===== config.mk =====
export PLATFORM = sky130hd
export DESIGN_NAME = rvTop
export DESIGN_NICKNAME = d
export VERILOG_FILES = /design/src/common/rvPkg.sv /design/src/logic/instDecoder.sv /design/src/logic/aluUnit.sv /design/src/logic/targetUnit.sv /design/src/logic/commitUnit.sv /design/src/logic/rvTop.sv
export SDC_FILE = /design/constraint.sdc
export NUM_CORES = 1
export LEC_CHECK = 0
export ABC_AREA = 1
export BUFFER_PORTS_ARGS = -buffer_cell sky130_fd_sc_hd__buf_2
export CAP_MARGIN = 20
export CORE_UTILIZATION = 50
export DETAILED_ROUTE_END_ITERATION = 12
export PLACE_DENSITY_LB_ADDON = 0.1
export SLEW_MARGIN = 10
export SYNTH_ARGS = -nofsm -noshare
export SYNTH_HDL_FRONTEND = slang
export SYNTH_HIERARCHICAL = 1
export SYNTH_SLANG_ARGS = --single-unit

===== constraint.sdc =====
create_clock -name CLK -period 5.25 [get_ports CLK]
set_input_delay 1.05 -clock CLK [delete_from_list [all_inputs] [get_ports CLK]]
set_output_delay 1.05 -clock CLK [all_outputs]
set_load 0.1 [all_outputs]

===== src/common/rvPkg.sv =====
package rvPkg;

	localparam int XLEN = 32;
	localparam int ADDR_W = 12; // I-mem byte address, D-mem word address
	localparam int REG_W = 5;

	// Major opcodes, inst[6:0]
	localparam logic [6:0] OPC_OP = 7'b0110011;
	localparam logic [6:0] OPC_OP_IMM = 7'b0010011;
	localparam logic [6:0] OPC_LUI = 7'b0110111;
	localparam logic [6:0] OPC_AUIPC = 7'b0010111;
	localparam logic [6:0] OPC_JAL = 7'b1101111;
	localparam logic [6:0] OPC_JALR = 7'b1100111;
	localparam logic [6:0] OPC_BRANCH = 7'b1100011;
	localparam logic [6:0] OPC_LOAD = 7'b0000011;
	localparam logic [6:0] OPC_STORE = 7'b0100011;
	localparam logic [6:0] OPC_SYSTEM = 7'b1110011;

	localparam logic [XLEN-1:0] INST_EBREAK = 32'h0010_0073;

	typedef enum logic [3:0] {
		OP,
		OP_IMM,
		LUI,
		AUIPC,
		JAL,
		JALR,
		BRANCH,
		LOAD,
		STORE,
		HALT,
		ILLEGAL
	} instClass_e;

	typedef enum logic [4:0] {
		ADD, SUB, SLL, SLT, SLTU, XOR, SRL, SRA, OR, AND,
		BEQ, BNE, BLT, BGE, BLTU, BGEU
	} aluOp_e;

	typedef struct packed {
		instClass_e instClass;
		aluOp_e aluOp;
		logic [REG_W-1:0] rs1;
		logic [REG_W-1:0] rs2;
		logic [REG_W-1:0] rd;
		logic [XLEN-1:0] imm; // Sign-extended per format
		logic useImm; // Operand B is imm, not rs2
		logic writesRd;
	} decodedInst_t;

	typedef struct packed {
		logic [ADDR_W-1:0] seqPc;
		logic [ADDR_W-1:0] relPc;
		logic [ADDR_W-1:0] jalrPc;
	} pcTargets_t;

	typedef struct packed {
		logic [XLEN-1:0] value;
		logic taken;
	} aluResult_t;

endpackage


===== src/logic/instDecoder.sv =====
`timescale 1ns/1ps

module instDecoder import rvPkg::*; (
	input logic [XLEN-1:0] inst,
	output decodedInst_t dec
);

	logic [6:0] opcode;
	logic [2:0] funct3;
	logic [6:0] funct7;
	logic [XLEN-1:0] immI, immS, immB, immU, immJ;

	assign opcode = inst[6:0];
	assign funct3 = inst[14:12];
	assign funct7 = inst[31:25];

	assign immI = {{20{inst[31]}}, inst[31:20]};
	assign immS = {{20{inst[31]}}, inst[31:25], inst[11:7]};
	assign immB = {{19{inst[31]}}, inst[31], inst[7], inst[30:25], inst[11:8], 1'b0};
	assign immU = {inst[31:12], 12'b0};
	assign immJ = {{11{inst[31]}}, inst[31], inst[19:12], inst[20], inst[30:21], 1'b0};

	function automatic aluOp_e arithOp(input logic [2:0] f3, input logic alt);
		case (f3)
			3'b000: arithOp = alt ? SUB : ADD;
			3'b001: arithOp = SLL;
			3'b010: arithOp = SLT;
			3'b011: arithOp = SLTU;
			3'b100: arithOp = XOR;
			3'b101: arithOp = alt ? SRA : SRL;
			3'b110: arithOp = OR;
			default: arithOp = AND;
		endcase
	endfunction

	function automatic aluOp_e branchOp(input logic [2:0] f3);
		case (f3)
			3'b000: branchOp = BEQ;
			3'b001: branchOp = BNE;
			3'b100: branchOp = BLT;
			3'b101: branchOp = BGE;
			3'b110: branchOp = BLTU;
			default: branchOp = BGEU;
		endcase
	endfunction

	always_comb begin
		dec.instClass = ILLEGAL; // No-op unless matched below
		dec.aluOp = ADD;
		dec.rs1 = inst[19:15];
		dec.rs2 = inst[24:20];
		dec.rd = inst[11:7];
		dec.imm = immI;
		dec.useImm = 1'b1;
		dec.writesRd = 1'b0;
		case (opcode)
			OPC_OP: begin
				if (funct7 == 7'b0 || (funct7 == 7'b0100000 && funct3 inside {3'b000, 3'b101})) begin
					dec.instClass = OP;
					dec.aluOp = arithOp(funct3, funct7[5]);
					dec.useImm = 1'b0;
					dec.writesRd = 1'b1;
				end
			end
			OPC_OP_IMM: begin
				// Shift immediates carry funct7, the rest do not
				if ((funct3 != 3'b001 && funct3 != 3'b101) || funct7 == 7'b0 ||
						(funct3 == 3'b101 && funct7 == 7'b0100000)) begin
					dec.instClass = OP_IMM;
					dec.aluOp = arithOp(funct3, funct3 == 3'b101 && funct7[5]);
					dec.writesRd = 1'b1;
				end
			end
			OPC_LUI: begin
				dec.instClass = LUI;
				dec.imm = immU;
				dec.writesRd = 1'b1;
			end
			OPC_AUIPC: begin
				dec.instClass = AUIPC;
				dec.imm = immU;
				dec.writesRd = 1'b1;
			end
			OPC_JAL: begin
				dec.instClass = JAL;
				dec.imm = immJ;
				dec.writesRd = 1'b1;
			end
			OPC_JALR: begin
				if (funct3 == 3'b000) begin
					dec.instClass = JALR;
					dec.writesRd = 1'b1;
				end
			end
			OPC_BRANCH: begin
				if (funct3 != 3'b010 && funct3 != 3'b011) begin
					dec.instClass = BRANCH;
					dec.aluOp = branchOp(funct3);
					dec.imm = immB;
					dec.useImm = 1'b0;
				end
			end
			OPC_LOAD: begin
				if (funct3 == 3'b010) begin // LW only
					dec.instClass = LOAD;
					dec.writesRd = 1'b1;
				end
			end
			OPC_STORE: begin
				if (funct3 == 3'b010) begin // SW only
					dec.instClass = STORE;
					dec.imm = immS;
				end
			end
			OPC_SYSTEM: begin
				if (inst == INST_EBREAK)
					dec.instClass = HALT;
			end
			default: ;
		endcase
	end

endmodule


===== src/logic/aluUnit.sv =====
`timescale 1ns/1ps

module aluUnit import rvPkg::*; (
	input decodedInst_t dec,
	input logic [XLEN-1:0] rd1,
	input logic [XLEN-1:0] rd2,
	output aluResult_t alu
);

	logic [XLEN-1:0] opB;
	logic [4:0] shamt;

	assign opB = dec.useImm ? dec.imm : rd2;
	assign shamt = opB[4:0];

	always_comb begin
		alu.value = '0;
		alu.taken = 1'b0;
		if (dec.instClass == LUI) begin
			alu.value = dec.imm; // Shares the ALU write-back path
		end else begin
			case (dec.aluOp)
				ADD: alu.value = rd1 + opB;
				SUB: alu.value = rd1 - opB;
				SLL: alu.value = rd1 << shamt;
				SLT: alu.value = {{(XLEN-1){1'b0}}, $signed(rd1) < $signed(opB)};
				SLTU: alu.value = {{(XLEN-1){1'b0}}, rd1 < opB};
				XOR: alu.value = rd1 ^ opB;
				SRL: alu.value = rd1 >> shamt;
				SRA: alu.value = $unsigned($signed(rd1) >>> shamt);
				OR: alu.value = rd1 | opB;
				AND: alu.value = rd1 & opB;
				// Branches always compare the two registers
				BEQ: alu.taken = rd1 == rd2;
				BNE: alu.taken = rd1 != rd2;
				BLT: alu.taken = $signed(rd1) < $signed(rd2);
				BGE: alu.taken = $signed(rd1) >= $signed(rd2);
				BLTU: alu.taken = rd1 < rd2;
				BGEU: alu.taken = rd1 >= rd2;
				default: ;
			endcase
		end
	end

endmodule


===== src/logic/targetUnit.sv =====
`timescale 1ns/1ps

module targetUnit import rvPkg::*; (
	input decodedInst_t dec,
	input logic [ADDR_W-1:0] pc,
	input logic [XLEN-1:0] rd1,
	output pcTargets_t tgt
);

	logic [XLEN-1:0] jalrSum;

	assign jalrSum = rd1 + dec.imm;

	// All three run beside the ALU
	assign tgt.seqPc = pc + ADDR_W'(4);
	assign tgt.relPc = pc + dec.imm[ADDR_W-1:0]; // Branch, JAL and AUIPC low bits
	assign tgt.jalrPc = {jalrSum[ADDR_W-1:1], 1'b0};

endmodule


===== src/logic/commitUnit.sv =====
`timescale 1ns/1ps

module commitUnit import rvPkg::*; (
	input logic CLK,
	input logic RSTn,
	input decodedInst_t dec,
	input aluResult_t alu,
	input pcTargets_t tgt,
	input logic [XLEN-1:0] memData,
	output logic [ADDR_W-1:0] pc,
	output logic rfWe,
	output logic [REG_W-1:0] rfWa,
	output logic [XLEN-1:0] rfWd,
	output logic halt,
	output logic [XLEN-1:0] numInst
);

	logic [ADDR_W-1:0] nextPc;

	assign halt = !RSTn && dec.instClass == HALT;
	assign rfWe = !RSTn && !halt && dec.writesRd && dec.rd != '0;
	assign rfWa = dec.rd;

	always_comb begin
		case (dec.instClass)
			JAL: nextPc = tgt.relPc;
			BRANCH: nextPc = alu.taken ? tgt.relPc : tgt.seqPc;
			JALR: nextPc = tgt.jalrPc;
			default: nextPc = tgt.seqPc;
		endcase
	end

	always_comb begin
		case (dec.instClass)
			LOAD: rfWd = memData;
			JAL, JALR: rfWd = {{(XLEN-ADDR_W){1'b0}}, tgt.seqPc};
			// Upper imm has zero low bits, so no carry out of relPc
			AUIPC: rfWd = {dec.imm[XLEN-1:ADDR_W], tgt.relPc};
			default: rfWd = alu.value;
		endcase
	end

	always_ff @(posedge CLK) begin
		if (RSTn) begin
			pc <= '0;
			numInst <= '0;
		end else if (!halt) begin
			pc <= nextPc;
			numInst <= numInst + 1; // One retire per cycle
		end
	end

	pcAligned: assert property (@(posedge CLK) disable iff (RSTn) pc[1:0] == 2'b00)
		else $error("PC 0x%03h not word aligned", pc);

	// Unknown words would silently retire as no-ops
	noIllegal: assert property (@(posedge CLK) disable iff (RSTn) dec.instClass != ILLEGAL)
		else $error("Illegal instruction at PC 0x%03h", pc);

endmodule


===== src/logic/rvTop.sv =====
`timescale 1ns/1ps

module rvTop import rvPkg::*; (
	input logic CLK,
	input logic RSTn,

	output logic I_MEM_CSN,
	input logic [31:0] I_MEM_DI,
	output logic [11:0] I_MEM_ADDR, // Byte address

	output logic D_MEM_CSN,
	input logic [31:0] D_MEM_DI,
	output logic [31:0] D_MEM_DOUT,
	output logic [11:0] D_MEM_ADDR, // Word address
	output logic D_MEM_WEN,
	output logic [3:0] D_MEM_BE,

	output logic RF_WE,
	output logic [4:0] RF_RA1,
	output logic [4:0] RF_RA2,
	output logic [4:0] RF_WA1,
	input logic [31:0] RF_RD1,
	input logic [31:0] RF_RD2,
	output logic [31:0] RF_WD,
	output logic HALT,
	output logic [31:0] NUM_INST,
	output logic [31:0] OUTPUT_PORT
);

	decodedInst_t dec;
	aluResult_t alu;
	pcTargets_t tgt;
	logic memAccess;

	instDecoder decoder (
		.inst(I_MEM_DI),
		.dec(dec)
	);

	assign RF_RA1 = dec.rs1;
	assign RF_RA2 = dec.rs2;

	aluUnit aluBlk (
		.dec(dec),
		.rd1(RF_RD1),
		.rd2(RF_RD2),
		.alu(alu)
	);

	targetUnit targets (
		.dec(dec),
		.pc(I_MEM_ADDR),
		.rd1(RF_RD1),
		.tgt(tgt)
	);

	commitUnit commit (
		.CLK(CLK),
		.RSTn(RSTn),
		.dec(dec),
		.alu(alu),
		.tgt(tgt),
		.memData(D_MEM_DI),
		.pc(I_MEM_ADDR),
		.rfWe(RF_WE),
		.rfWa(RF_WA1),
		.rfWd(RF_WD),
		.halt(HALT),
		.numInst(NUM_INST)
	);

	assign memAccess = dec.instClass == LOAD || dec.instClass == STORE;

	assign I_MEM_CSN = RSTn;
	assign D_MEM_CSN = RSTn || !memAccess;
	assign D_MEM_WEN = RSTn || dec.instClass != STORE; // Active low
	assign D_MEM_ADDR = alu.value[ADDR_W+1:2];
	assign D_MEM_DOUT = RF_RD2;
	assign D_MEM_BE = 4'b1111; // Word accesses only

	assign OUTPUT_PORT = RF_WD;

endmodule


==> flow_summary.json, run 1 <==
{
  "lastStage": "global routing",
  "postSynthAreaPerCell_um2": 5.17,
  "rows": 70,
  "yosys.area.top_type": "nand2_1",
  "ios": 306,
  "cts_sinks": 44,
  "cts_root_buffer": "clkbuf_16",
  "io_buffer_count": 301,
  "start_util": 0.509,
  "error": "[ERROR GRT-0232] Routing congestion too high. Check the congestion heatmap in the GUI.",
  "yosys-top-cells-area": "nand2_1, nand3_1, ha_1",
  "finalWeightedCongestion": 1.22,
  "grt_max_degree": 56,
  "synth-edff-count": 0,
  "cts_max_level": 2,
  "track_usage": 0.773,
  "dpl.hpwl_um": 85100,
  "chipHeight_um": 195,
  "cts_buffer_depth": 2,
  "syn_area_um2": 18600,
  "synth_cell_types": 56,
  "cts_made_buffers": 5,
  "synth_flop_cell": "dfxtp_1",
  "placed_area_um2": 26400,
  "ys_seq_elements": 44,
  "synth.top_cell.area_share": 0.228,
  "die_w_um": 195,
  "status": "stopped before the end",
  "async_reset_ff_frac": 0,
  "crit_endpoint": "RF_WD[6]",
  "grt-ovfl-total": 23,
  "hold_buffers": 0,
  "yosysWarnings": 6,
  "synthCells": 3602,
  "endpoint_type": "top-level output",
  "synth_seq_area_share": 0.0473
}
==> Yosys cell counts (4+ instances only) <==
library cell / count
o22ai_1: 20
dfxtp_1: 44
nand3_1: 612
ha_1: 155
buf_6: 11
fa_1: 4
nand2_4: 6
buf_4: 113
o211ai_1: 17
nand3b_1: 5
nor3_1: 34
inv_1: 441
o2111ai_1: 14
nand3_2: 10
nand2_2: 25
nor2_1: 312
a221oi_1: 6
nor2_4: 8
or2_2: 31
o21ai_2: 6
o21bai_1: 11
nand4_1: 77
clkbuf_1: 31
o21ai_1: 42
a31oi_1: 5
o21ai_0: 104
a21oi_1: 132
nor2_2: 24
o21ai_4: 4
inv_2: 31
buf_2: 70
xor2_1: 22
nand2_1: 1132
xnor2_1: 5
and2_1: 5
==> logic make-up after synthesis <==
kind of cell / synth area share
compound gates: 0.116
xor+xnor: 0.0127
fa+ha+maj: 0.108
buf+inv: 0.173
flops: 0.0473
other cells: 0.000604
simple gates: 0.541
==> per-stage QoR <==
step | TNS, ns | utilization | std cells | hold slack [ns] | setup slack [ns]
detailed placement | -65.38 | 0.720 | 4756 | 0.490 | -1.11
global placement | -59.41 | 0.720 | 4756 | 0.475 | -0.978
CTS | -24.39 | 0.803 | 4830 | 0.504 | -0.458
floorplan | -13.83 | - | 3605 | 0.894 | -0.654
==> timing repair <==
action	4_1_cts
resized for setup	585
endpoints found under the setup margin	76
gates cloned	5
setup buffers	66
pin swaps	148
==> per-layer routing <==
layer	GRT overflow	GRT usage
met5	0	0.432
met1	0	0.750
met4	6	0.775
met3	0	0.630
met2	17	0.946
==> inputs of run 2 (changes only) <==
--- a/config.mk
+++ b/config.mk
@@ -8,9 +8,9 @@
 export ABC_AREA = 1
 export BUFFER_PORTS_ARGS = -buffer_cell sky130_fd_sc_hd__buf_2
 export CAP_MARGIN = 20
-export CORE_UTILIZATION = 50
+export CORE_UTILIZATION = 35
 export DETAILED_ROUTE_END_ITERATION = 12
-export PLACE_DENSITY_LB_ADDON = 0.1
+export PLACE_DENSITY_LB_ADDON = 0.15
 export SLEW_MARGIN = 10
 export SYNTH_ARGS = -nofsm -noshare
 export SYNTH_HDL_FRONTEND = slang
==> constraint.sdc (replaced) <==
create_clock -name CLK -period 6.8 [get_ports CLK]
set_input_delay 1.36 -clock CLK [delete_from_list [all_inputs] [get_ports CLK]]
set_output_delay 1.36 -clock CLK [all_outputs]
set_load 0.1 [all_outputs]
==> flow_summary.json, run 2 <==
{
  "status": "complete, no violations",
  "tightest_slew_ns": 0.689,
  "finalWeightedCongestion": 1.04,
  "p_per_area_nw_per_um2": 136,
  "synth-edff-count": 0,
  "final_cells": 4816,
  "async_reset_ff_frac": 0,
  "track_usage": 0.352,
  "yosys-top-cells-area": "nand2_1, nand3_1, ha_1",
  "synth.top_cell.area_share": 0.228,
  "post_drt_wl_per_cell_um": 20.6,
  "ys_seq_elements": 44,
  "syn_area_um2": 18600,
  "fmax_mhz": 150,
  "cts_made_buffers": 5,
  "hold_path_end": "commit/numInst[8]$_SDFFE_PP0N_",
  "rows": 84,
  "ios": 306,
  "dieArea_um2": 54200,
  "yosysWarnings": 6,
  "relSlewSlack": 0.540,
  "synthCells": 3602,
  "cts_sinks": 44,
  "r2r_start": "commit/pc[0]$_SDFFE_PP0N_",
  "skew_ns": 0.00867,
  "synth_cell_types": 56,
  "multi_input_area_um2": 15800,
  "mostFrequentLayoutCells": "nand2_1, nand3_1, inv_1",
  "fin_nets": 4416,
  "clkLatencyLatePin_ns": 0.29,
  "fin_area_um2": 25500,
  "maxCapViolCount": 0,
  "first_pass_iters": 8,
  "worstSetupPathType": "primary input to output pin",
  "path_clk_slew_ns": 0.06,
  "cts_buffer_depth": 2,
  "antenna_found_initial": 0,
  "grt-ovfl-total": 0,
  "setup_viol": 0,
  "vias": 25900,
  "yosysMostFrequentCell": "nand2_1",
  "final_layout_size_suffix_gt1_frac": 0.271,
  "drt_iter0_markers": 2861,
  "top_regs": "commit/numInst: 32 flops, commit/pc: 12 flops",
  "grt_max_degree": 69,
  "n_antenna_cell": 0,
  "slew_viol_final": 0,
  "first_global_vias": 23200,
  "reg2reg_to": "commit/pc[8]$_SDFFE_PP0N_",
  "vdd_drop_max_v": 0.000156,
  "antenna_left": 0,
  "post-route-min-period_ns": 6.68,
  "syn_to_final_growth_pct": 37.0,
  "slowest_delay_ns": 0.45,
  "hold_path_startpoint": "commit/numInst[8]$_SDFFE_PP0N_",
  "worstPathRequired_ns": 5.44,
  "drc": 0,
  "final_common_cell": "nand2_1",
  "cp_slowest_cell": "ha_2",
  "power.total_uw": 3460,
  "largest_reg_flops": 32,
  "nFillCells": 5873,
  "hold_ws_ns": 0.493,
  "io_buffer_count": 301,
  "worstPathArrival_ns": 5.32,
  "wl_um": 99400,
  "crit_path_end_kind": "output pin",
  "die_w_um": 233,
  "r2r_cells": 12,
  "cts_root_buffer": "clkbuf_16",
  "leakagePower_uw": 0.0137,
  "seq_area_um2": 881,
  "worstSetupStartpointType": "primary input",
  "synthTopCellsByCount": "nand2_1, nand3_1, inv_1",
  "synth_flop_cell": "dfxtp_1",
  "rsz0062_at_grt": "true",
  "yosys.area.top_type": "nand2_1",
  "cts_tree": "built",
  "regToRegSetupSlack_ns": 4.71,
  "regMostFlops": "commit/numInst",
  "hold_violations": 0,
  "postSynthAreaPerCell_um2": 5.17,
  "cts_max_level": 2,
  "placed_area_um2": 24400,
  "min_period_over_period": 0.983,
  "core-area_um2": 52600,
  "vias_per_cell": 5.38,
  "hold_path.class": "flip-flop to flip-flop",
  "grt_pass1_wl_um": 143000,
  "start_util": 0.355,
  "hold_depth": 2,
  "placed_cells": 4792,
  "worstPathMaxFanout": 19,
  "synth_seq_area_share": 0.0473,
  "crit_top_cell": "nand2_2",
  "dpl.hpwl_um": 84000,
  "chipHeight_um": 233
}
==> run 2: power by group <==
part	internal, µW	total (µW)	switching (µW)	leakage (µW)
logic	963	2890	1930	0.0133
registers	267	280	12.9	0.000356
clock network	184	295	110	0.0000871
total	1410	3460	2050	0.0137
==> run 2: how the worst max path moves through the flow <==
stage | startpoint | to | slack [ns] | cells past startpoint
floorplan | I_MEM_DI[0] | RF_WD[10] | -0.30 | 26
global route | I_MEM_DI[2] | RF_WD[18] | -0.06 | 31
finish | I_MEM_DI[27] | OUTPUT_PORT[20] | 0.12 | 30
global placement | I_MEM_DI[27] | OUTPUT_PORT[20] | -0.48 | 29
CTS | I_MEM_DI[27] | OUTPUT_PORT[28] | -0.03 | 30
detailed placement | I_MEM_DI[27] | OUTPUT_PORT[20] | -0.45 | 29
==> run 2: final cells by class <==
class,instances,share of cell area
Tap cell,688,0.0337
Timing Repair Buffer,745,0.237
Multi-Input combinational cell,2859,0.618
Clock inverter,2,0.00152
Sequential cell,44,0.0345
Clock buffer,6,0.00544
Inverter,472,0.0696
==> run 2: logic make-up (layout without fill, tap and decap cells) <==
group / after synthesis / after routing / share of synthesized area
AOI/OAI and AO/OA: 375 / 375 / 0.116
xor gates and xnor gates: 27 / 27 / 0.0127
adders and majority gates: 159 / 159 / 0.108
buffers and inverters: 702 / 1225 / 0.173
DFF: 44 / 44 / 0.0473
other: 3 / 6 / 0.000604
and+or+nand+nor: 2292 / 2292 / 0.541
==> run 2: through the flow <==
stage | utilization | setup WS (ns) | TNS (ns)
final | 0.486 | 0.116 | 0
after CTS | 0.470 | -0.0264 | -0.129
after detailed placement | 0.463 | -0.449 | -6.22
after global routing | 0.486 | -0.0553 | -1.39
after floorplan | - | -0.301 | -0.621
after global placement | 0.463 | -0.482 | -4.26
==> run 2: critical path, delay by kind of cell <==
family                     cells  cell delay, ns
adders and majority gates      1            0.45
and+or+nand+nor               20            2.36
AOI/OAI and AO/OA              2            0.18
buffers and inverters          7            0.98
==> run 2: routing by layer <==
metal | GRT usage | up-vias | wire length, µm
met5 | 0 | - | 0
met4 | 0.130 | 0 | 4470
met3 | 0.0550 | 203 | 8630
met2 | 0.562 | 1260 | 43900
met1 | 0.472 | 11800 | 42400
li1 | - | 12600 | -
==> run 2: timing repair <==
action,CTS,global route
endpoints found under the setup margin,56,74
hold buffers,0,0
setup buffers,6,9
resized for setup,40,215
pin swaps,9,49
gates cloned,0,1
Note: power is estimated with default switching activity, not from simulation.
